==> src/hw/cache_pkg.sv <==
package cache_pkg;

    // tag, index and offset widths of a byte address
    localparam int INDEX_W  = 8;
    localparam int TAG_W    = 20;
    localparam int OFFSET_W = 4;

    localparam int WORD_W = 32;
    localparam int BANKS  = 4;                  // words per line
    localparam int LINE_W = WORD_W * BANKS;

    typedef logic [INDEX_W-1:0]                  index_t;
    typedef logic [TAG_W-1:0]                    tag_t;
    typedef logic [OFFSET_W-1:0]                 offset_t;
    typedef logic [OFFSET_W-3:0]                 bank_t;    // word within line
    typedef logic [WORD_W-1:0]                   word_t;
    typedef logic [WORD_W/8-1:0]                 strb_t;
    typedef logic [LINE_W-1:0]                   line_t;
    typedef logic [TAG_W+INDEX_W+OFFSET_W-1:0]   addr_t;

    // main pipeline
    typedef enum logic [2:0] {
        IDLE,
        LOOKUP,
        MISS,
        REPLACE,
        REFILL
    } main_state_t;

    // hit store commit
    typedef enum logic {
        WB_IDLE,
        WB_WRITE
    } wbuf_state_t;

endpackage
==> src/hw/cache_way_if.sv <==
`timescale 1ns/1ps

interface cache_way_if;
    import cache_pkg::*;

    // lookup and storage control from the controller
    index_t             rd_index;       // tag/valid/dirty read, tag/valid write
    index_t [BANKS-1:0] bank_index;
    strb_t  [BANKS-1:0] bank_wen;
    word_t              bank_wdata;
    tag_t               cmp_tag;
    logic               tagv_wen;
    tag_t               tagv_wdata;     // valid is set along with it
    logic               dirty_wen;
    index_t             dirty_index;    // hit store and refill use different sets
    logic               dirty_wdata;

    // registered read results from the way
    logic               hit;
    line_t              line;
    tag_t               tag;
    logic               dirty;
    logic               valid;

    modport ctrl (
        output rd_index, bank_index, bank_wen, bank_wdata, cmp_tag,
        output tagv_wen, tagv_wdata, dirty_wen, dirty_index, dirty_wdata,
        input  hit, line, tag, dirty, valid
    );

    modport way (
        input  rd_index, bank_index, bank_wen, bank_wdata, cmp_tag,
        input  tagv_wen, tagv_wdata, dirty_wen, dirty_index, dirty_wdata,
        output hit, line, tag, dirty, valid
    );

endinterface

==> src/hw/cache_ctrl.sv <==
`timescale 1ns/1ps

module cache_ctrl #(
    parameter logic [7:0] LFSR_SEED = 8'd1
) (
    input  logic                clk,
    input  logic                resetn,
    // cpu side
    input  logic                valid,
    input  logic                op,
    input  cache_pkg::index_t   index,
    input  cache_pkg::tag_t     tag,
    input  cache_pkg::offset_t  offset,
    input  cache_pkg::strb_t    wstrb,
    input  cache_pkg::word_t    wdata,
    output logic                addr_ok,
    output logic                data_ok,
    output cache_pkg::word_t    rdata,
    // line read port
    output logic                rd_req,
    output cache_pkg::addr_t    rd_addr,
    input  logic                rd_rdy,
    input  logic                ret_valid,
    input  logic                ret_last,
    input  cache_pkg::word_t    ret_data,
    // line write port
    output logic                wr_req,
    output cache_pkg::addr_t    wr_addr,
    output cache_pkg::line_t    wr_data,
    input  logic                wr_rdy,
    // ways
    cache_way_if.ctrl           way0,
    cache_way_if.ctrl           way1
);
    import cache_pkg::*;

    main_state_t main_state;
    main_state_t main_next;
    wbuf_state_t wb_state;
    wbuf_state_t wb_next;

    // request buffer
    logic   req_op;
    index_t req_index;
    tag_t   req_tag;
    bank_t  req_bank;
    strb_t  req_wstrb;
    word_t  req_wdata;

    // write buffer
    logic   wb_way;
    index_t wb_index;
    bank_t  wb_bank;
    strb_t  wb_wstrb;
    word_t  wb_wdata;

    logic [1:0] hit_w;
    logic [1:0] valid_w;
    logic [1:0] dirty_w;
    tag_t       tag_w [2];
    line_t      line_w [2];

    logic   cache_hit;
    logic   hit_way;
    bank_t  in_bank;
    logic   conflict;
    logic   accept;
    logic   hit_write;
    logic   refill_beat;
    logic   refill_done;
    logic   first_replace;
    bank_t  refill_cnt;
    logic [7:0] lfsr;
    logic   victim;
    word_t  load_word;
    word_t  store_mask;
    word_t  fill_word;

    index_t             rd_index;
    index_t [BANKS-1:0] bank_index;
    strb_t  [BANKS-1:0] bank_wen [2];
    word_t              bank_wdata;
    logic [1:0]         tagv_wen;
    logic [1:0]         dirty_wen;
    index_t             dirty_index;
    logic               dirty_wdata;

    assign hit_w     = {way1.hit, way0.hit};
    assign valid_w   = {way1.valid, way0.valid};
    assign dirty_w   = {way1.dirty, way0.dirty};
    assign tag_w[0]  = way0.tag;
    assign tag_w[1]  = way1.tag;
    assign line_w[0] = way0.line;
    assign line_w[1] = way1.line;

    assign cache_hit = |hit_w;
    assign hit_way   = ~hit_w[0];
    assign load_word = line_w[hit_way][int'(req_bank)*WORD_W +: WORD_W];
    assign in_bank   = offset[OFFSET_W-1:2];

    // a load must not read a word with a store still in flight
    assign conflict = ~op & (
          (main_state == LOOKUP && req_op
              && {tag, index, in_bank} == {req_tag, req_index, req_bank})
        | (wb_state == WB_WRITE && in_bank == wb_bank));

    assign addr_ok     = (main_state == IDLE || (main_state == LOOKUP && cache_hit)) & ~conflict;
    assign accept      = valid & addr_ok;
    assign hit_write   = main_state == LOOKUP && cache_hit && req_op;
    assign refill_beat = main_state == REFILL && ret_valid;
    assign refill_done = refill_beat & ret_last;

    assign data_ok = (main_state == LOOKUP && (cache_hit || req_op))     // hit, or write miss
                   | (refill_beat && !req_op && refill_cnt == req_bank); // read miss word
    assign rdata   = (main_state == LOOKUP) ? load_word : ret_data;

    always_ff @(posedge clk) begin
        if (!resetn) begin
            main_state <= IDLE;
        end else begin
            main_state <= main_next;
        end
    end

    always_comb begin
        main_next = main_state;
        case (main_state)
            IDLE:    if (accept) main_next = LOOKUP;
            LOOKUP: begin
                if (accept) begin
                    main_next = LOOKUP;
                end else if (!cache_hit) begin
                    main_next = MISS;
                end else begin
                    main_next = IDLE;
                end
            end
            MISS:    if (wr_rdy) main_next = REPLACE;
            REPLACE: if (rd_rdy) main_next = REFILL;
            REFILL:  if (refill_done) main_next = IDLE;
            default: main_next = IDLE;
        endcase
    end

    always_ff @(posedge clk) begin
        if (!resetn) begin
            wb_state <= WB_IDLE;
        end else begin
            wb_state <= wb_next;
        end
    end

    always_comb begin
        case (wb_state)
            WB_IDLE:  wb_next = hit_write ? WB_WRITE : WB_IDLE;
            WB_WRITE: wb_next = hit_write ? WB_WRITE : WB_IDLE;  // back to back stores
            default:  wb_next = WB_IDLE;
        endcase
    end

    always_ff @(posedge clk) begin
        if (accept) begin
            req_op    <= op;
            req_index <= index;
            req_tag   <= tag;
            req_bank  <= in_bank;
            req_wstrb <= wstrb;
            req_wdata <= wdata;
        end
    end

    always_ff @(posedge clk) begin
        if (hit_write) begin
            wb_way   <= hit_way;
            wb_index <= req_index;
            wb_bank  <= req_bank;
            wb_wstrb <= req_wstrb;
            wb_wdata <= req_wdata;
        end
    end

    always_ff @(posedge clk) begin
        if (!resetn) begin
            refill_cnt <= '0;
        end else if (refill_done) begin
            refill_cnt <= '0;
        end else if (refill_beat) begin
            refill_cnt <= refill_cnt + 1'b1;
        end
    end

    always_ff @(posedge clk) begin
        if (!resetn) begin
            first_replace <= 1'b0;
        end else begin
            first_replace <= main_state == MISS && wr_rdy;
        end
    end

    // victim pick advances once per refill
    always_ff @(posedge clk) begin
        if (!resetn) begin
            lfsr <= LFSR_SEED;
        end else if (refill_done) begin
            lfsr <= {lfsr[6:0], lfsr[7] ^ lfsr[5] ^ lfsr[4] ^ lfsr[3]};
        end
    end

    assign victim = lfsr[0];

    // store merge for a write miss
    always_comb begin
        for (int k = 0; k < WORD_W / 8; k++) begin
            store_mask[k*8 +: 8] = {8{req_wstrb[k]}};
        end
    end

    assign fill_word = (req_op && refill_cnt == req_bank)
                     ? ((req_wdata & store_mask) | (ret_data & ~store_mask))
                     : ret_data;

    // follow the next request only while a hit lets it in, else hold own set
    assign rd_index = (main_state == IDLE || (main_state == LOOKUP && cache_hit))
                    ? index : req_index;

    always_comb begin
        for (int b = 0; b < BANKS; b++) begin
            bank_index[b] = (wb_state == WB_WRITE && wb_bank == b) ? wb_index : rd_index;
        end
        for (int w = 0; w < 2; w++) begin
            for (int b = 0; b < BANKS; b++) begin
                if (wb_state == WB_WRITE && wb_way == w && wb_bank == b) begin
                    bank_wen[w][b] = wb_wstrb;
                end else if (refill_beat && victim == w && refill_cnt == b) begin
                    bank_wen[w][b] = '1;
                end else begin
                    bank_wen[w][b] = '0;
                end
            end
            tagv_wen[w]  = refill_done && victim == w;
            dirty_wen[w] = (wb_state == WB_WRITE && wb_way == w) || (refill_done && victim == w);
        end
    end

    // store commit and refill never overlap
    assign bank_wdata  = (wb_state == WB_WRITE) ? wb_wdata : fill_word;
    assign dirty_index = (wb_state == WB_WRITE) ? wb_index : req_index;
    assign dirty_wdata = (wb_state == WB_WRITE) | req_op;

    assign way0.rd_index    = rd_index;
    assign way0.bank_index  = bank_index;
    assign way0.bank_wen    = bank_wen[0];
    assign way0.bank_wdata  = bank_wdata;
    assign way0.cmp_tag     = req_tag;
    assign way0.tagv_wen    = tagv_wen[0];
    assign way0.tagv_wdata  = req_tag;
    assign way0.dirty_wen   = dirty_wen[0];
    assign way0.dirty_index = dirty_index;
    assign way0.dirty_wdata = dirty_wdata;

    assign way1.rd_index    = rd_index;
    assign way1.bank_index  = bank_index;
    assign way1.bank_wen    = bank_wen[1];
    assign way1.bank_wdata  = bank_wdata;
    assign way1.cmp_tag     = req_tag;
    assign way1.tagv_wen    = tagv_wen[1];
    assign way1.tagv_wdata  = req_tag;
    assign way1.dirty_wen   = dirty_wen[1];
    assign way1.dirty_index = dirty_index;
    assign way1.dirty_wdata = dirty_wdata;

    // victim line is reread in MISS, so REPLACE sees any committed store
    assign wr_req  = first_replace & valid_w[victim] & dirty_w[victim];
    assign wr_addr = {tag_w[victim], req_index, {OFFSET_W{1'b0}}};
    assign wr_data = line_w[victim];

    assign rd_req  = main_state == REPLACE;
    assign rd_addr = {req_tag, req_index, {OFFSET_W{1'b0}}};   // whole line

endmodule

==> src/flat_wrapper.sv <==
// flat-port wrapper written by rule: the top's interface ports become plain ports
module cache_ctrl_flat import cache_pkg::*;
#(
    parameter logic [7:0] LFSR_SEED = 8'd1
)
  (clk, resetn, valid, op, index, tag, offset, wstrb, wdata, addr_ok, data_ok, rdata, rd_req, rd_addr, rd_rdy, ret_valid, ret_last, ret_data, wr_req, wr_addr, wr_data, wr_rdy, way0_rd_index, way0_bank_index, way0_bank_wen, way0_bank_wdata, way0_cmp_tag, way0_tagv_wen, way0_tagv_wdata, way0_dirty_wen, way0_dirty_index, way0_dirty_wdata, way0_hit, way0_line, way0_tag, way0_dirty, way0_valid, way1_rd_index, way1_bank_index, way1_bank_wen, way1_bank_wdata, way1_cmp_tag, way1_tagv_wen, way1_tagv_wdata, way1_dirty_wen, way1_dirty_index, way1_dirty_wdata, way1_hit, way1_line, way1_tag, way1_dirty, way1_valid);
  cache_way_if way0_i ();
  cache_way_if way1_i ();
  input  logic clk;
  input  logic resetn;
  input  logic valid;
  input  logic op;
  input  cache_pkg::index_t index;
  input  cache_pkg::tag_t tag;
  input  cache_pkg::offset_t offset;
  input  cache_pkg::strb_t wstrb;
  input  cache_pkg::word_t wdata;
  output logic addr_ok;
  output logic data_ok;
  output cache_pkg::word_t rdata;
  output logic rd_req;
  output cache_pkg::addr_t rd_addr;
  input  logic rd_rdy;
  input  logic ret_valid;
  input  logic ret_last;
  input  cache_pkg::word_t ret_data;
  output logic wr_req;
  output cache_pkg::addr_t wr_addr;
  output cache_pkg::line_t wr_data;
  input  logic wr_rdy;
  output wire logic [$bits(way0_i.rd_index)-1:0] way0_rd_index;
  output wire logic [$bits(way0_i.bank_index)-1:0] way0_bank_index;
  output wire logic [$bits(way0_i.bank_wen)-1:0] way0_bank_wen;
  output wire logic [$bits(way0_i.bank_wdata)-1:0] way0_bank_wdata;
  output wire logic [$bits(way0_i.cmp_tag)-1:0] way0_cmp_tag;
  output wire logic [$bits(way0_i.tagv_wen)-1:0] way0_tagv_wen;
  output wire logic [$bits(way0_i.tagv_wdata)-1:0] way0_tagv_wdata;
  output wire logic [$bits(way0_i.dirty_wen)-1:0] way0_dirty_wen;
  output wire logic [$bits(way0_i.dirty_index)-1:0] way0_dirty_index;
  output wire logic [$bits(way0_i.dirty_wdata)-1:0] way0_dirty_wdata;
  input wire logic [$bits(way0_i.hit)-1:0] way0_hit;
  input wire logic [$bits(way0_i.line)-1:0] way0_line;
  input wire logic [$bits(way0_i.tag)-1:0] way0_tag;
  input wire logic [$bits(way0_i.dirty)-1:0] way0_dirty;
  input wire logic [$bits(way0_i.valid)-1:0] way0_valid;
  output wire logic [$bits(way1_i.rd_index)-1:0] way1_rd_index;
  output wire logic [$bits(way1_i.bank_index)-1:0] way1_bank_index;
  output wire logic [$bits(way1_i.bank_wen)-1:0] way1_bank_wen;
  output wire logic [$bits(way1_i.bank_wdata)-1:0] way1_bank_wdata;
  output wire logic [$bits(way1_i.cmp_tag)-1:0] way1_cmp_tag;
  output wire logic [$bits(way1_i.tagv_wen)-1:0] way1_tagv_wen;
  output wire logic [$bits(way1_i.tagv_wdata)-1:0] way1_tagv_wdata;
  output wire logic [$bits(way1_i.dirty_wen)-1:0] way1_dirty_wen;
  output wire logic [$bits(way1_i.dirty_index)-1:0] way1_dirty_index;
  output wire logic [$bits(way1_i.dirty_wdata)-1:0] way1_dirty_wdata;
  input wire logic [$bits(way1_i.hit)-1:0] way1_hit;
  input wire logic [$bits(way1_i.line)-1:0] way1_line;
  input wire logic [$bits(way1_i.tag)-1:0] way1_tag;
  input wire logic [$bits(way1_i.dirty)-1:0] way1_dirty;
  input wire logic [$bits(way1_i.valid)-1:0] way1_valid;
  assign way0_rd_index = way0_i.rd_index;
  assign way0_bank_index = way0_i.bank_index;
  assign way0_bank_wen = way0_i.bank_wen;
  assign way0_bank_wdata = way0_i.bank_wdata;
  assign way0_cmp_tag = way0_i.cmp_tag;
  assign way0_tagv_wen = way0_i.tagv_wen;
  assign way0_tagv_wdata = way0_i.tagv_wdata;
  assign way0_dirty_wen = way0_i.dirty_wen;
  assign way0_dirty_index = way0_i.dirty_index;
  assign way0_dirty_wdata = way0_i.dirty_wdata;
  assign way0_i.hit = way0_hit;
  assign way0_i.line = way0_line;
  assign way0_i.tag = way0_tag;
  assign way0_i.dirty = way0_dirty;
  assign way0_i.valid = way0_valid;
  assign way1_rd_index = way1_i.rd_index;
  assign way1_bank_index = way1_i.bank_index;
  assign way1_bank_wen = way1_i.bank_wen;
  assign way1_bank_wdata = way1_i.bank_wdata;
  assign way1_cmp_tag = way1_i.cmp_tag;
  assign way1_tagv_wen = way1_i.tagv_wen;
  assign way1_tagv_wdata = way1_i.tagv_wdata;
  assign way1_dirty_wen = way1_i.dirty_wen;
  assign way1_dirty_index = way1_i.dirty_index;
  assign way1_dirty_wdata = way1_i.dirty_wdata;
  assign way1_i.hit = way1_hit;
  assign way1_i.line = way1_line;
  assign way1_i.tag = way1_tag;
  assign way1_i.dirty = way1_dirty;
  assign way1_i.valid = way1_valid;
  cache_ctrl #(.LFSR_SEED(LFSR_SEED)) u_core (.clk(clk), .resetn(resetn), .valid(valid), .op(op), .index(index), .tag(tag), .offset(offset), .wstrb(wstrb), .wdata(wdata), .addr_ok(addr_ok), .data_ok(data_ok), .rdata(rdata), .rd_req(rd_req), .rd_addr(rd_addr), .rd_rdy(rd_rdy), .ret_valid(ret_valid), .ret_last(ret_last), .ret_data(ret_data), .wr_req(wr_req), .wr_addr(wr_addr), .wr_data(wr_data), .wr_rdy(wr_rdy), .way0(way0_i), .way1(way1_i));
endmodule
==> config.mk <==
export PLATFORM = sky130hd
export DESIGN_NAME = cache_ctrl_flat
export DESIGN_NICKNAME = d
export VERILOG_FILES = /design/src/hw/cache_pkg.sv /design/src/hw/cache_way_if.sv /design/src/hw/cache_ctrl.sv /design/src/flat_wrapper.sv
export SDC_FILE = /design/constraint.sdc
export NUM_CORES = 1
export LEC_CHECK = 0
export BUFFER_PORTS_ARGS = -buffer_cell sky130_fd_sc_hd__buf_2
export CORE_AREA = 2 2 352 354
export CTS_BUF_LIST = sky130_fd_sc_hd__clkbuf_8 sky130_fd_sc_hd__clkbuf_16
export DETAILED_ROUTE_END_ITERATION = 12
export DIE_AREA = 0 0 354 356
export GPL_ROUTABILITY_DRIVEN = 0
export PLACE_DENSITY_LB_ADDON = 0.12
export SLEW_MARGIN = 20
export SYNTH_ARGS = -nofsm -noshare
export SYNTH_HDL_FRONTEND = slang
export SYNTH_SLANG_ARGS = --single-unit
==> constraint.sdc <==
create_clock -name clk -period 3.5 [get_ports clk]
set_input_delay 0.175 -clock clk [delete_from_list [all_inputs] [get_ports clk]]
set_output_delay 0.175 -clock clk [all_outputs]
set_load 0.02 [all_outputs]
After elaboration in Yosys (flattened, before gate mapping). Index checks and enable logic that the tools add are counted.

Order comparisons: 3. Shift-type cells: 1. Bitwise operators: 24. Equality and inequality tests: 17. Muxes and demuxes: 46. Reductions and logical operators: 48. $add $sub $neg: 1.

Operators by type and width (count): $mux W128 (6); $shiftx A128 B8 Y32 (1); $mux W32 (3); $and A32 B32 Y32 (2); $mux W4 (16); $mux W20 (3); $mux W8 (6); $logic_and A1 B1 Y1 (37); $not A32 Y32 (1); $or A32 B32 Y32 (1); $eq A30 B30 Y1 (1); $pmux W3 S5 (1); $mux W3 (4); $eq A2 B2 Y1 const B (4); $and A1 B1 Y1 (6); $eq A3 B2 Y1 const B (2); $ne A2 B1 Y1 const B (3); $not A1 Y1 (6); $mux W1 (5); $eq A2 B1 Y1 const B (2); $eq A2 B2 Y1 (2); $ge A2 B2 Y1 const B (2); $logic_not A2 Y1 (2); $logic_or A1 B1 Y1 (4); 13 further kinds (20).

Input bits: 410. Output and inout bits: 506. Register bits: 129.

Longest topological paths before layout. Gate-level depths: netlist (run 1).

Depth after elaboration: 10. Gate-level depth with buffers: 8. Mapped depth without buffers: 5.

Least setup slack after synthesis (run 1). Ideal clock, no wire load.

Path type: register -> register. Start: reg u_core.req_index[3]. End: reg u_core.req_bank[0], enable pin. Arrival: 2.639 ns. Setup slack: 0.151 ns. Period minus slack after synthesis: 3.349 ns. Data required time: 2.790 ns. Stages on the path, launching flop included: 6. Library setup time: 0.710 ns. Path through: edfxtp_1 > xnor2_1 > nand4_1 > or4_1 > o21ai_1 > nand2_1.

Longest elaborated chain between the ends: 7.

Ends and longest elaborated chain: from (decl) (line cache_ctrl.sv:44) `index_t req_index;`; from (signal assigned) (line cache_ctrl.sv:164) `req_index <= index;`; $eq A30 B30 Y1 (line cache_ctrl.sv:104) `&& {tag, index, in_bank} == {req_tag, req_index, req_bank})`; $logic_and A1 B1 Y1 (line cache_ctrl.sv:104); $or A1 B1 Y1 (line cache_ctrl.sv:105) `| (wb_state == WB_WRITE && in_bank == wb_bank));`; $and A1 B1 Y1 (line cache_ctrl.sv:102) `assign conflict = ~op & (`; $not A1 Y1 (line cache_ctrl.sv:107) `assign addr_ok = (main_state == IDLE || (main_state == LOOKUP && cache_hit)) & ~conflict;`; $and A1 B1 Y1 (line cache_ctrl.sv:107); $and A1 B1 Y1 (line cache_ctrl.sv:108) `assign accept = valid & addr_ok;`; via u_core.accept (line cache_ctrl.sv:67) `logic accept;`; to (signal assigned) (line cache_ctrl.sv:166) `req_bank <= in_bank;`; to (decl) (line cache_ctrl.sv:46) `bank_t req_bank;`.

The timed path passes the listed nets, and every way through them passes these cells. A chain may end at the register's enable or synchronous reset.

Worst setup path after layout (run 1).
Start: reg u_core.req_bank[0]. End: out way0_bank_wdata[21].

Longest elaborated chain between the ends: 4.

Ends and longest elaborated chain: $eq A2 B2 Y1 (line cache_ctrl.sv:218) `assign fill_word = (req_op && refill_cnt == req_bank)`; $logic_and A1 B1 Y1 (line cache_ctrl.sv:218); $mux W32 (line cache_ctrl.sv:219) `? ((req_wdata & store_mask) | (ret_data & ~store_mask))`; $mux W32 (line cache_ctrl.sv:246) `assign bank_wdata = (wb_state == WB_WRITE) ? wb_wdata : fill_word;`; to (decl) (line flat_wrapper.sv:34) `output wire logic [$bits(way0_i.bank_wdata)-1:0] way0_bank_wdata;`.

No other way between the ends.

==> summary.md, run 1 <==
| Metric | Value |
|---|---|
| FF+latch count, synth | `roughly 130` |
| Maxcap violations | `0` |
| I/O pin cnt | `916` |
| PD cells | `roughly 350 nW/um^2` |
| CTS Hold Buffers Added | `70` |
| Post-route clock skew | `0.0185 ns` |
| Leak Pwr | `between 8 and 9 nW` |
| Post-synthesis cell area | `between 10000 and 15000 um^2` |
| Worst slew pin tran | `around 0.84 ns` |
| Port-buffer cells | `~910` |
| Worst hold endpoint | `u_core.refill_cnt[1]` |
| Post-route cell area | `~18000 um^2` |
| P&R area growth vs syn | `56.8%` |
| First-pass DRT Iterations | `6` |
| Overall Global Routing Usage | `0.123` |
| R2R Setup Slk | `~0.50 ns` |
| Max-slew violations | `0` |
| Num rows | `approximately 130` |
| Hold Path Origin | `ret_last` |
| RSZ-0062 raised after global routing | `false` |
| Die Area | `126000 um^2` |
| Hold Path Class | `in2reg` |
| Nets | `2261` |
| DR vias | `between 10000 and 15000` |
| Total Routed Length | `between 80000 and 90000 um` |
| Setup violations, final | `0` |
| WP data required | `around 3.3 ns` |
| Initial DRC count | `slightly above 500` |
| Worst-skew pair later-pin latency | `about 0.50 ns` |
| CTS buffer count | `17` |
| Post-Syn Instances | `~1100` |
| Post-synth EDFFs | `114` |
| Total power | `between 6 and 7 mW` |
| Die W | `approximately 350 um` |
| Core area | `around 120000 um^2` |
| GRT overflow | `0` |
| Setup WS post-layout | `~0.39 ns` |
| Unique cell type count in the Yosys netlist | `between 40 and 50` |
| Rel. slew slack | `0.427` |
| Clk root buf | `clkbuf_16` |
| CTS H-Tree Depth | `4` |
| Clk sinks | `129` |
| Most used DFF post-synth | `edfxtp_1` |
| Largest net degree at the start of global routing | `66` |
| Final antenna-violating net count | `0` |
| Cell area after placement | `16800 um^2` |
| Peak supply drop | `between 0.4 and 0.5 mV` |
| Worst reg2reg path startpoint | `u_core.req_index[1]` |
| R2R depth | `6` |
| Worst Setup End Kind | `output port` |
| Highest-count cells in the layout ignoring fill and taps | `buf_2 (904), edfxtp_1 (114), mux2_2 (94), nand2_1 (92), mux2_1 (71)` |
| First-pass GRT wire length | `approximately 110000 um` |
| Setup Slack @ Placement | `around 0.21 ns` |
| Avg WL per Cell | `23.0 um` |
| Ys async rst share | `0` |
| Ratio of final minimum period to clock period | `0.889` |
| Commonest non-fill, non-tap cell in the layout | `buf_2` |
| Crit path max fanout | `5` |
| Number of global-route vias before repair | `12100` |
| CP arrival | `2.94 ns` |
| Final min period | `~3.1 ns` |
| CTS clk-pin slew, worst paths | `0.07 ns` |
| Outcome | `complete, no violations` |
| Die Ht | `356 um` |
| Post-route DRC violation count | `0` |
| CTS tree | `built` |
| Register area share after synthesis | `0.322` |
| Synthesis Warnings | `0` |
| Post-DR vias/cell | `3.35` |
| Postcts setup bufs | `0` |
| Fin util | `0.148` |
| Setup TNS | `0 ns` |
| Maximum clock path buffer count | `2` |
| Post-CTS Resized | `0` |
| Worst hold stages | `3` |
| Layout cell share with drive strength beyond 1 | `0.620` |
| Final Hold Violating Endpoints | `0` |
| Startpoint types | `flop` |
| Initial core utilization | `0.0943` |
| Achievable Freq | `between 300 and 400 MHz` |
| Syn_area_per_cell | `10.8 um^2` |
| Worst r2r dst | `u_core.req_wdata[13]` |
| Initial antenna violation count | `38` |
| Critical path type | `reg2out` |
| Post-DP HPWL | `between 60000 and 70000 um` |
==> worst max path at each step <==
stage	endpoint	start	cells past startpoint
after floorplan	u_core.req_bank[0]	u_core.req_index[3]	5
after global routing	way0_bank_wdata[15]	u_core.req_bank[0]	6
after global placement	u_core.req_wdata[11]	u_core.req_bank[1]	6
after detailed placement	u_core.req_wdata[11]	u_core.req_bank[1]	6
final	way0_bank_wdata[21]	u_core.req_bank[0]	6
after CTS	way1_bank_wdata[21]	u_core.req_op	5
==> flip-flops by register name (all words and copies together), names as in the netlist, 3 cells and up <==
| register | cells |
|---|---|
| u_core.main_state | 3 |
| u_core.req_wdata | 32 |
| u_core.way0.cmp_tag | 20 |
| u_core.req_wstrb | 4 |
| u_core.wb_wdata | 32 |
| u_core.wb_index | 8 |
| u_core.req_index | 8 |
| u_core.wb_wstrb | 4 |
| u_core.lfsr | 8 |
==> cells in the mapped netlist (all sizes together) (2+ instances only) <==
cell | number | share of area
clkbuf | 27 | 0.0088
o31ai | 2 | 0.0013
nor4b | 3 | 0.0062
mux2 | 165 | 0.16
inv | 14 | 0.0045
o21a | 2 | 0.0013
o21ai | 36 | 0.016
nand2 | 97 | 0.032
a21o | 14 | 0.0091
and2 | 6 | 0.0032
nor2 | 68 | 0.022
nor3 | 4 | 0.0017
dfxtp | 15 | 0.026
nor3b | 4 | 0.0044
and3 | 5 | 0.0027
mux2i | 72 | 0.065
or4 | 2 | 0.0013
ha | 4 | 0.0043
nand3 | 4 | 0.0017
edfxtp | 114 | 0.30
a21boi | 7 | 0.0045
a21oi | 57 | 0.025
buf | 217 | 0.13
xnor2 | 37 | 0.028
nand4 | 8 | 0.0043
nand3b | 8 | 0.0052
mux4 | 64 | 0.12
==> cell families after synthesis <==
logic type | share of synthesized area
xor gates and xnor gates | 0.0280
other | 0.000324
buffers and inverters | 0.147
DFF | 0.322
muxes | 0.350
AOI/OAI and AO/OA | 0.0593
and+or+nand+nor | 0.0893
adders and majority gates | 0.00433
==> per-stage QoR <==
step	instances	hold slack (ns)
6_report	3504	0.0729
5_1_grt	3499	0.0606
4_1_cts	3497	0.00595
3_5_place_dp	3395	0.353
3_3_place_gp	3395	0.356
2_1_floorplan	1073	0.274
==> worst max-delay path, cell delays in order, from the launching register on <==
cell	delay [ns]
edfxtp_1	0.52
xnor2_1	0.26
and3_1	0.41
nand2_2	0.33
mux2i_1	0.20
o21ai_1	0.45
buf_2	0.27
==> power breakdown <==
| group | leakage [nW] | internal [mW] | total [mW] | switching [mW] |
|---|---|---|---|---|
| sequential | 1.21 | 1.80 | 1.90 | 0.104 |
| combinational | 6.65 | 0.869 | 2.36 | 1.49 |
| clock | 0.294 | 1.13 | 2.01 | 0.883 |
==> layer usage <==
| layer | vias up | part of all wire | global-route usage |
|---|---|---|---|
| met5 | - | 0.0024 | 0 |
| met4 | 32 | 0.022 | 0.0296 |
| met3 | 91 | 0.059 | 0.0330 |
| met2 | 589 | 0.52 | 0.225 |
| met1 | 5742 | 0.40 | 0.141 |
| li1 | 5287 | - | - |
==> area by class of cell <==
type | instances | area (um^2)
Tap cell | 1637 | 2050
Timing Repair Buffer | 999 | 5480
Multi-Input combinational cell | 686 | 6200
Inverter | 14 | 52.6
Clock buffer | 17 | 425
Sequential cell | 129 | 3730
Clock inverter | 15 | 179
Antenna cell | 7 | 17.5
Fill cell | 14000 | 105000
Note: power is estimated with default switching activity, not from simulation.
==> inputs of run 2 (changes only) <==
--- a/config.mk
+++ b/config.mk
@@ -6,6 +6,8 @@
 export NUM_CORES = 1
 export LEC_CHECK = 0
 export BUFFER_PORTS_ARGS = -buffer_cell sky130_fd_sc_hd__buf_2
+export CELL_PAD_IN_SITES_DETAIL_PLACEMENT = 0
+export CELL_PAD_IN_SITES_GLOBAL_PLACEMENT = 1
 export CORE_AREA = 2 2 352 354
 export CTS_BUF_LIST = sky130_fd_sc_hd__clkbuf_8 sky130_fd_sc_hd__clkbuf_16
 export DETAILED_ROUTE_END_ITERATION = 12
==> summary.md, run 2 (same netlist as run 1, synthesis figures left out) <==
| Metric | Value |
|---|---|
| Filler cells | `around 14000` |
| Crit path from | `way0_hit` |
| Num rows | `129` |
| Maxcap violations | `0` |
| Overall Global Routing Usage | `0.119` |
| Peak supply drop | `approximately 0.23 mV` |
| Maximum clock path buffer count | `2` |
| Total Routed Length | `77800 um` |
| Number of global-route vias before repair | `11900` |
| P&R area growth vs syn | `57.4%` |
| Outcome | `complete, no violations` |
| Rel. slew slack | `0.408` |
| Setup TNS | `0 ns` |
| Worst-path cell chain | `dlygate4sd3_1 -> buf_6 -> buf_12 -> buf_4 -> mux4_2 -> mux2i_1 -> a21oi_1 -> buf_2` |
| CTS H-Tree Depth | `4` |
| Nets | `between 2000 and 2500` |
| Max-slew violations | `0` |
| PD cells | `about 350 nW/um^2` |
| CTS tree | `built` |
| Leak Pwr | `roughly 8.2 nW` |
| Worst r2r dst | `u_core.way0.cmp_tag[16]` |
| WP data required | `3.32 ns` |
| Setup crit end | `rdata[21]` |
| Die W | `354 um` |
| Crit path depth | `8` |
| Core area | `between 100000 and 150000 um^2` |
| Layout cell share with drive strength beyond 1 | `0.623` |
| Worst Path Buf+Inv | `5` |
| First-pass GRT wire length | `roughly 100000 um` |
| Initial DRC count | `around 380` |
| Achievable Freq | `roughly 320 MHz` |
| Initial antenna violation count | `35` |
| Final min period | `between 3 and 4 ns` |
| Critical path type | `in2out` |
| Clk root buf | `clkbuf_16` |
| Crit-path slowest cell | `dlygate4sd3_1` |
| Setup violations, final | `0` |
| R2R Setup Slk | `approximately 0.45 ns` |
| Post-route clock skew | `roughly 0.016 ns` |
| Worst Setup End Kind | `output port` |
| Slowest cell delay on critical path | `around 0.6 ns` |
| Die Area | `126000 um^2` |
| Commonest non-fill, non-tap cell in the layout | `buf_2` |
| CP arrival | `2.98 ns` |
| CTS clk-pin slew, worst paths | `0.06 ns` |
| Post-route DRC violation count | `0` |
| Post-DP HPWL | `~65000 um` |
| Worst slew pin tran | `between 0.8 and 0.9 ns` |
| Die Ht | `between 300 and 400 um` |
| Highest-count cells in the layout ignoring fill and taps | `buf_2 (904), edfxtp_1 (114), mux2_2 (94), nand2_1 (92), mux2_1 (71)` |
| Final Hold Violating Endpoints | `0` |
| CTS buffer count | `17` |
| Ratio of final minimum period to clock period | `0.902` |
| Hold_ws | `between 0.08 and 0.09 ns` |
| Top delay family on crit path | `buffers and inverters` |
| Largest net degree at the start of global routing | `67` |
| Postcts setup bufs | `0` |
| I/O pin cnt | `slightly above 900` |
| Worst-skew pair later-pin latency | `between 0.4 and 0.5 ns` |
| Crit path max fanout | `a little over 40` |
| Clk sinks | `between 100 and 150` |
| Post-DR vias/cell | `approximately 3.3` |
| First-pass DRT Iterations | `4` |
| R2R depth | `6` |
| Avg WL per Cell | `approximately 22 um` |
| RSZ-0062 raised after global routing | `false` |
| Port-buffer cells | `between 900 and 1000` |
| Startpoint types | `input port` |
| Initial core utilization | `0.0943` |
| Worst reg2reg path startpoint | `u_core.req_bank[0]` |
| Fin util | `0.148` |
| Hold Path Class | `in2reg` |
| Final antenna-violating net count | `0` |
| GRT overflow | `0` |
| DR vias | `around 12000` |
## run 2: layer usage
| metal | GRT usage | vias to the layer above | wire length [um] |
|---|---|---|---|
| met5 | 0 | - | 235 |
| met1 | 0.130 | 5530 | 30200 |
| li1 | - | 5290 | - |
| met2 | 0.223 | 575 | 41400 |
| met3 | 0.0353 | 84 | 5110 |
| met4 | 0.0234 | 38 | 916 |
## run 2: area by class of cell
type                       instances  area (um^2)  share of cell area
timing repair buffer            1002         5530               0.304
sequential                       129         3730               0.205
clock buffer                      17          425              0.0234
multi-input combinational        686         6200               0.341
tap                             1637         2050               0.113
clock inverter                    15          196              0.0108
antenna                           10         25.0             0.00137
inverter                          14         52.6             0.00289
## run 2: per-stage QoR
| stage | power (mW) | instance area [um^2] | std cells | setup WS [ns] |
|---|---|---|---|---|
| after floorplan | 3.36 | 11600 | 1073 | 0.151 |
| after global placement | 4.30 | 16900 | 3398 | 0.297 |
| after detailed placement | 4.28 | 16900 | 3398 | 0.330 |
| after CTS | 6.51 | 18200 | 3500 | 0.213 |
| after global routing | 6.64 | 18200 | 3506 | 0.145 |
| final | 6.29 | 18200 | 3510 | 0.343 |
## run 2: how the worst min path moves through the flow
| stage | end | cells past startpoint | start | slack, ns |
|---|---|---|---|---|
| after floorplan | u_core.req_bank[0] | 0 | offset[2] | 0.27 |
| after global placement | u_core.req_wdata[20] | 1 | wdata[20] | 0.35 |
| after detailed placement | u_core.req_wdata[8] | 1 | wdata[8] | 0.35 |
| after CTS | u_core.main_state[0] | 4 | rd_rdy | 0.03 |
| after global routing | u_core.refill_cnt[1] | 3 | ret_last | 0.09 |
| final | u_core.main_state[0] | 4 | rd_rdy | 0.09 |
## run 2: where the power goes
group | switching [mW] | internal, mW | total (mW)
Clock | 0.900 | 1.14 | 2.04
Sequential | 0.0938 | 1.80 | 1.89
Combinational | 1.48 | 0.876 | 2.36
## run 2: timing repair
item	4_1_cts	5_1_grt
hold endpoints to repair	71	0
gates resized for setup	1	0
endpoints found under the setup margin	2	0
hold buffers	70	0
## run 2: worst min-delay path, delay by kind of cell
| family | cells | cell delay, ns |
|---|---|---|
| AOI/OAI and AO/OA | 2 | 0.14 |
| buffers and inverters | 1 | 0.11 |
| and+or+nand+nor | 1 | 0.09 |
==> inputs of run 3 (changes only) <==
--- a/config.mk
+++ b/config.mk
@@ -5,13 +5,14 @@
 export SDC_FILE = /design/constraint.sdc
 export NUM_CORES = 1
 export LEC_CHECK = 0
+export ABC_AREA = 1
 export BUFFER_PORTS_ARGS = -buffer_cell sky130_fd_sc_hd__buf_2
 export CELL_PAD_IN_SITES_DETAIL_PLACEMENT = 0
 export CELL_PAD_IN_SITES_GLOBAL_PLACEMENT = 1
-export CORE_AREA = 2 2 352 354
+export CORE_AREA = 2 2 356 358
 export CTS_BUF_LIST = sky130_fd_sc_hd__clkbuf_8 sky130_fd_sc_hd__clkbuf_16
 export DETAILED_ROUTE_END_ITERATION = 12
-export DIE_AREA = 0 0 354 356
+export DIE_AREA = 0 0 358 360
 export GPL_ROUTABILITY_DRIVEN = 0
 export PLACE_DENSITY_LB_ADDON = 0.12
 export SLEW_MARGIN = 20
==> summary.md, run 3 <==
| Metric | Value |
|---|---|
| Worst r2r dst | `u_core.req_wdata[11]` |
| CTS Hold Buffers Added | `69` |
| Peak supply drop | `0.287 mV` |
| Final min period | `between 3 and 4 ns` |
| Final Hold Violating Endpoints | `0` |
| Yosys top cell by area | `edfxtp_1` |
| Highest-count cells in the layout ignoring fill and taps | `buf_2 (904), nand2_1 (504), o21ai_0 (321), inv_1 (168), a21oi_1 (125)` |
| CTS tree | `built` |
| Number of global-route vias before repair | `approximately 15000` |
| Post-route DRC violation count | `0` |
| Post-DP HPWL | `between 70000 and 80000 um` |
| Largest net degree at the start of global routing | `124` |
| First-pass DRT Iterations | `5` |
| Die Ht | `between 300 and 400 um` |
| Multi-input logic area | `around 5700 um^2` |
| Hold Path Class | `in2reg` |
| Top cells by area, synth | `edfxtp_1 (29%), nand2_1 (16%), o21ai_0 (14%)` |
| Initial DRC count | `approximately 800` |
| Commonest non-fill, non-tap cell in the layout | `buf_2` |
| Crit path max fanout | `63` |
| Post-CTS Resized | `0` |
| Filler cells | `around 15000` |
| Die Area | `around 130000 um^2` |
| Port-buffer cells | `around 910` |
| GRT met2 Usage | `0.246` |
| Fin util | `0.148` |
| Post-synth EDFFs | `114` |
| Initial antenna violation count | `28` |
| Post-route clock skew | `0.0156 ns` |
| Ratio of final minimum period to clock period | `0.955` |
| GRT overflow | `0` |
| Worst Setup End Kind | `output port` |
| Outcome | `complete, no violations` |
| CTS H-Tree Depth | `4` |
| WP data required | `approximately 3.3 ns` |
| Setup TNS | `0 ns` |
| Worst-skew pair later-pin latency | `between 0.4 and 0.5 ns` |
| GR Util met1 | `0.161` |
| Leak Pwr | `just over 9 nW` |
| Met3 Usage GRT | `0.0324` |
| Ys async rst share | `0` |
| RSZ-0062 raised after global routing | `false` |
| Post-synth top area share | `0.291` |
| Die W | `358 um` |
| P&R area growth vs syn | `57.3%` |
| PD cells | `~430 nW/um^2` |
| Core area | `approximately 120000 um^2` |
| R2R Setup Slk | `just under 0.8 ns` |
| Worst slew pin tran | `~1.4 ns` |
| Post-synth top cells | `nand2_1 (504), o21ai_0 (326), buf_4 (177)` |
| Worst hold endpoint | `u_core.req_wdata[30]` |
| Postcts setup bufs | `0` |
| Clk sinks | `between 100 and 150` |
| I/O pin cnt | `916` |
| Rel. slew slack | `0.0861` |
| CTS clk-pin slew, worst paths | `0.06 ns` |
| Count leader, synth | `nand2_1` |
| Total Routed Length | `approximately 90000 um` |
| Overall Global Routing Usage | `0.136` |
| FF+latch count, synth | `~130` |
| Sequential cell area | `between 3000 and 4000 um^2` |
| Final antenna-violating net count | `0` |
| Synthesis Warnings | `0` |
| Achievable Freq | `approximately 300 MHz` |
| Register area share after synthesis | `0.316` |
| Post-synthesis cell area | `between 10000 and 15000 um^2` |
| Maximum clock path buffer count | `2` |
| Max-slew violations | `0` |
| Worst hold stages | `1` |
| Hold Path Origin | `wdata[30]` |
| Nets | `around 3000` |
| Most used DFF post-synth | `edfxtp_1` |
| Syn_area_per_cell | `approximately 6.6 um^2` |
| Critical path type | `reg2out` |
| Worst reg2reg path startpoint | `u_core.way0.cmp_tag[14]` |
| Initial core utilization | `0.0942` |
| Avg WL per Cell | `21.7 um` |
| Post-DR vias/cell | `3.56` |
| Maxcap violations | `0` |
| Num rows | `130` |
| R2R depth | `13` |
| Post-Syn Instances | `1783` |
| First-pass GRT wire length | `approximately 120000 um` |
| Top Usage Layer GRT | `met2` |
| Startpoint types | `flop` |
| Layout cell share with drive strength beyond 1 | `0.396` |
| Clk root buf | `clkbuf_16` |
| CTS buffer count | `17` |
| CP arrival | `approximately 3.2 ns` |
| Unique cell type count in the Yosys netlist | `31` |
| Setup violations, final | `0` |
| DR vias | `15000` |
run 3: changes by cell type in the layout (fill, tap and decap cells not counted), sizes merged, moves of 32 or more:
cell	before	now
mux2i	72	0
inv	21	175
a21oi	57	125
o21ai	36	336
mux2	165	0
nand2	97	505
o221ai	0	32
nand3	4	47
mux4	64	0
run 3: cells by family after synthesis:
family / count (synthesis) / share of synthesized area
xor+xnor: 28 / 0.0208
flops: 129 / 0.316
compound gates: 529 / 0.242
simple gates: 632 / 0.211
buf+inv: 460 / 0.206
other cells: 1 / 0.000319
fa+ha+maj: 4 / 0.00425
run 3: per-stage QoR:
step                      instances  instance area (um^2)  power, mW  worst slack (ns)  hold WS, ns
after floorplan                1790                 11800       4.49             0.256        0.274
after global routing           4220                 18500       8.43            0.0284       0.0590
after CTS                      4214                 18500       8.19            0.0402       0.0386
after detailed placement       4113                 17200       6.14             0.605        0.354
after global placement         4113                 17200       6.17             0.597        0.356
final                          4228                 18500       7.91             0.156       0.0852
run 3: cell type report:
cell class	instances	share of cell area
inverter	173	0.0352
tap	1650	0.111
clock buffer	23	0.0299
clock inverter	9	0.00324
sequential	129	0.201
antenna	14	0.00189
timing repair buffer	1029	0.310
multi-input combinational	1201	0.307
run 3: worst max-delay path: stages, from the launching register on:
cell	delay [ns]
edfxtp_1	0.40
buf_12	0.27
o21ai_0	0.16
o21ai_0	0.60
o221ai_1	0.76
nand2_1	0.20
buf_2	0.21
run 3: per-layer routing:
layer | vias to the layer above | share of wire
li1 | 7278 | -
met1 | 7031 | 0.42
met2 | 635 | 0.50
met3 | 65 | 0.065
met4 | 22 | 0.016
met5 | - | 0.0017
run 3: how the worst max path moves through the flow:
stage                             from                  end  slack (ns)
2_1_floorplan     u_core.main_state[1]    u_core.wb_bank[0]        0.26
3_3_place_gp   u_core.way0.cmp_tag[14]  u_core.req_wdata[6]        0.60
3_5_place_dp        u_core.req_bank[0]            rdata[24]        0.60
4_1_cts             u_core.req_bank[0]            rdata[24]        0.04
5_1_grt             u_core.req_bank[0]  way0_bank_wdata[12]        0.03
6_report            u_core.req_bank[0]            rdata[24]        0.16
run 3: power by group:
group	switching, mW	internal, mW
clock network	0.772	1.11
registers	0.163	1.89
logic	2.80	1.18
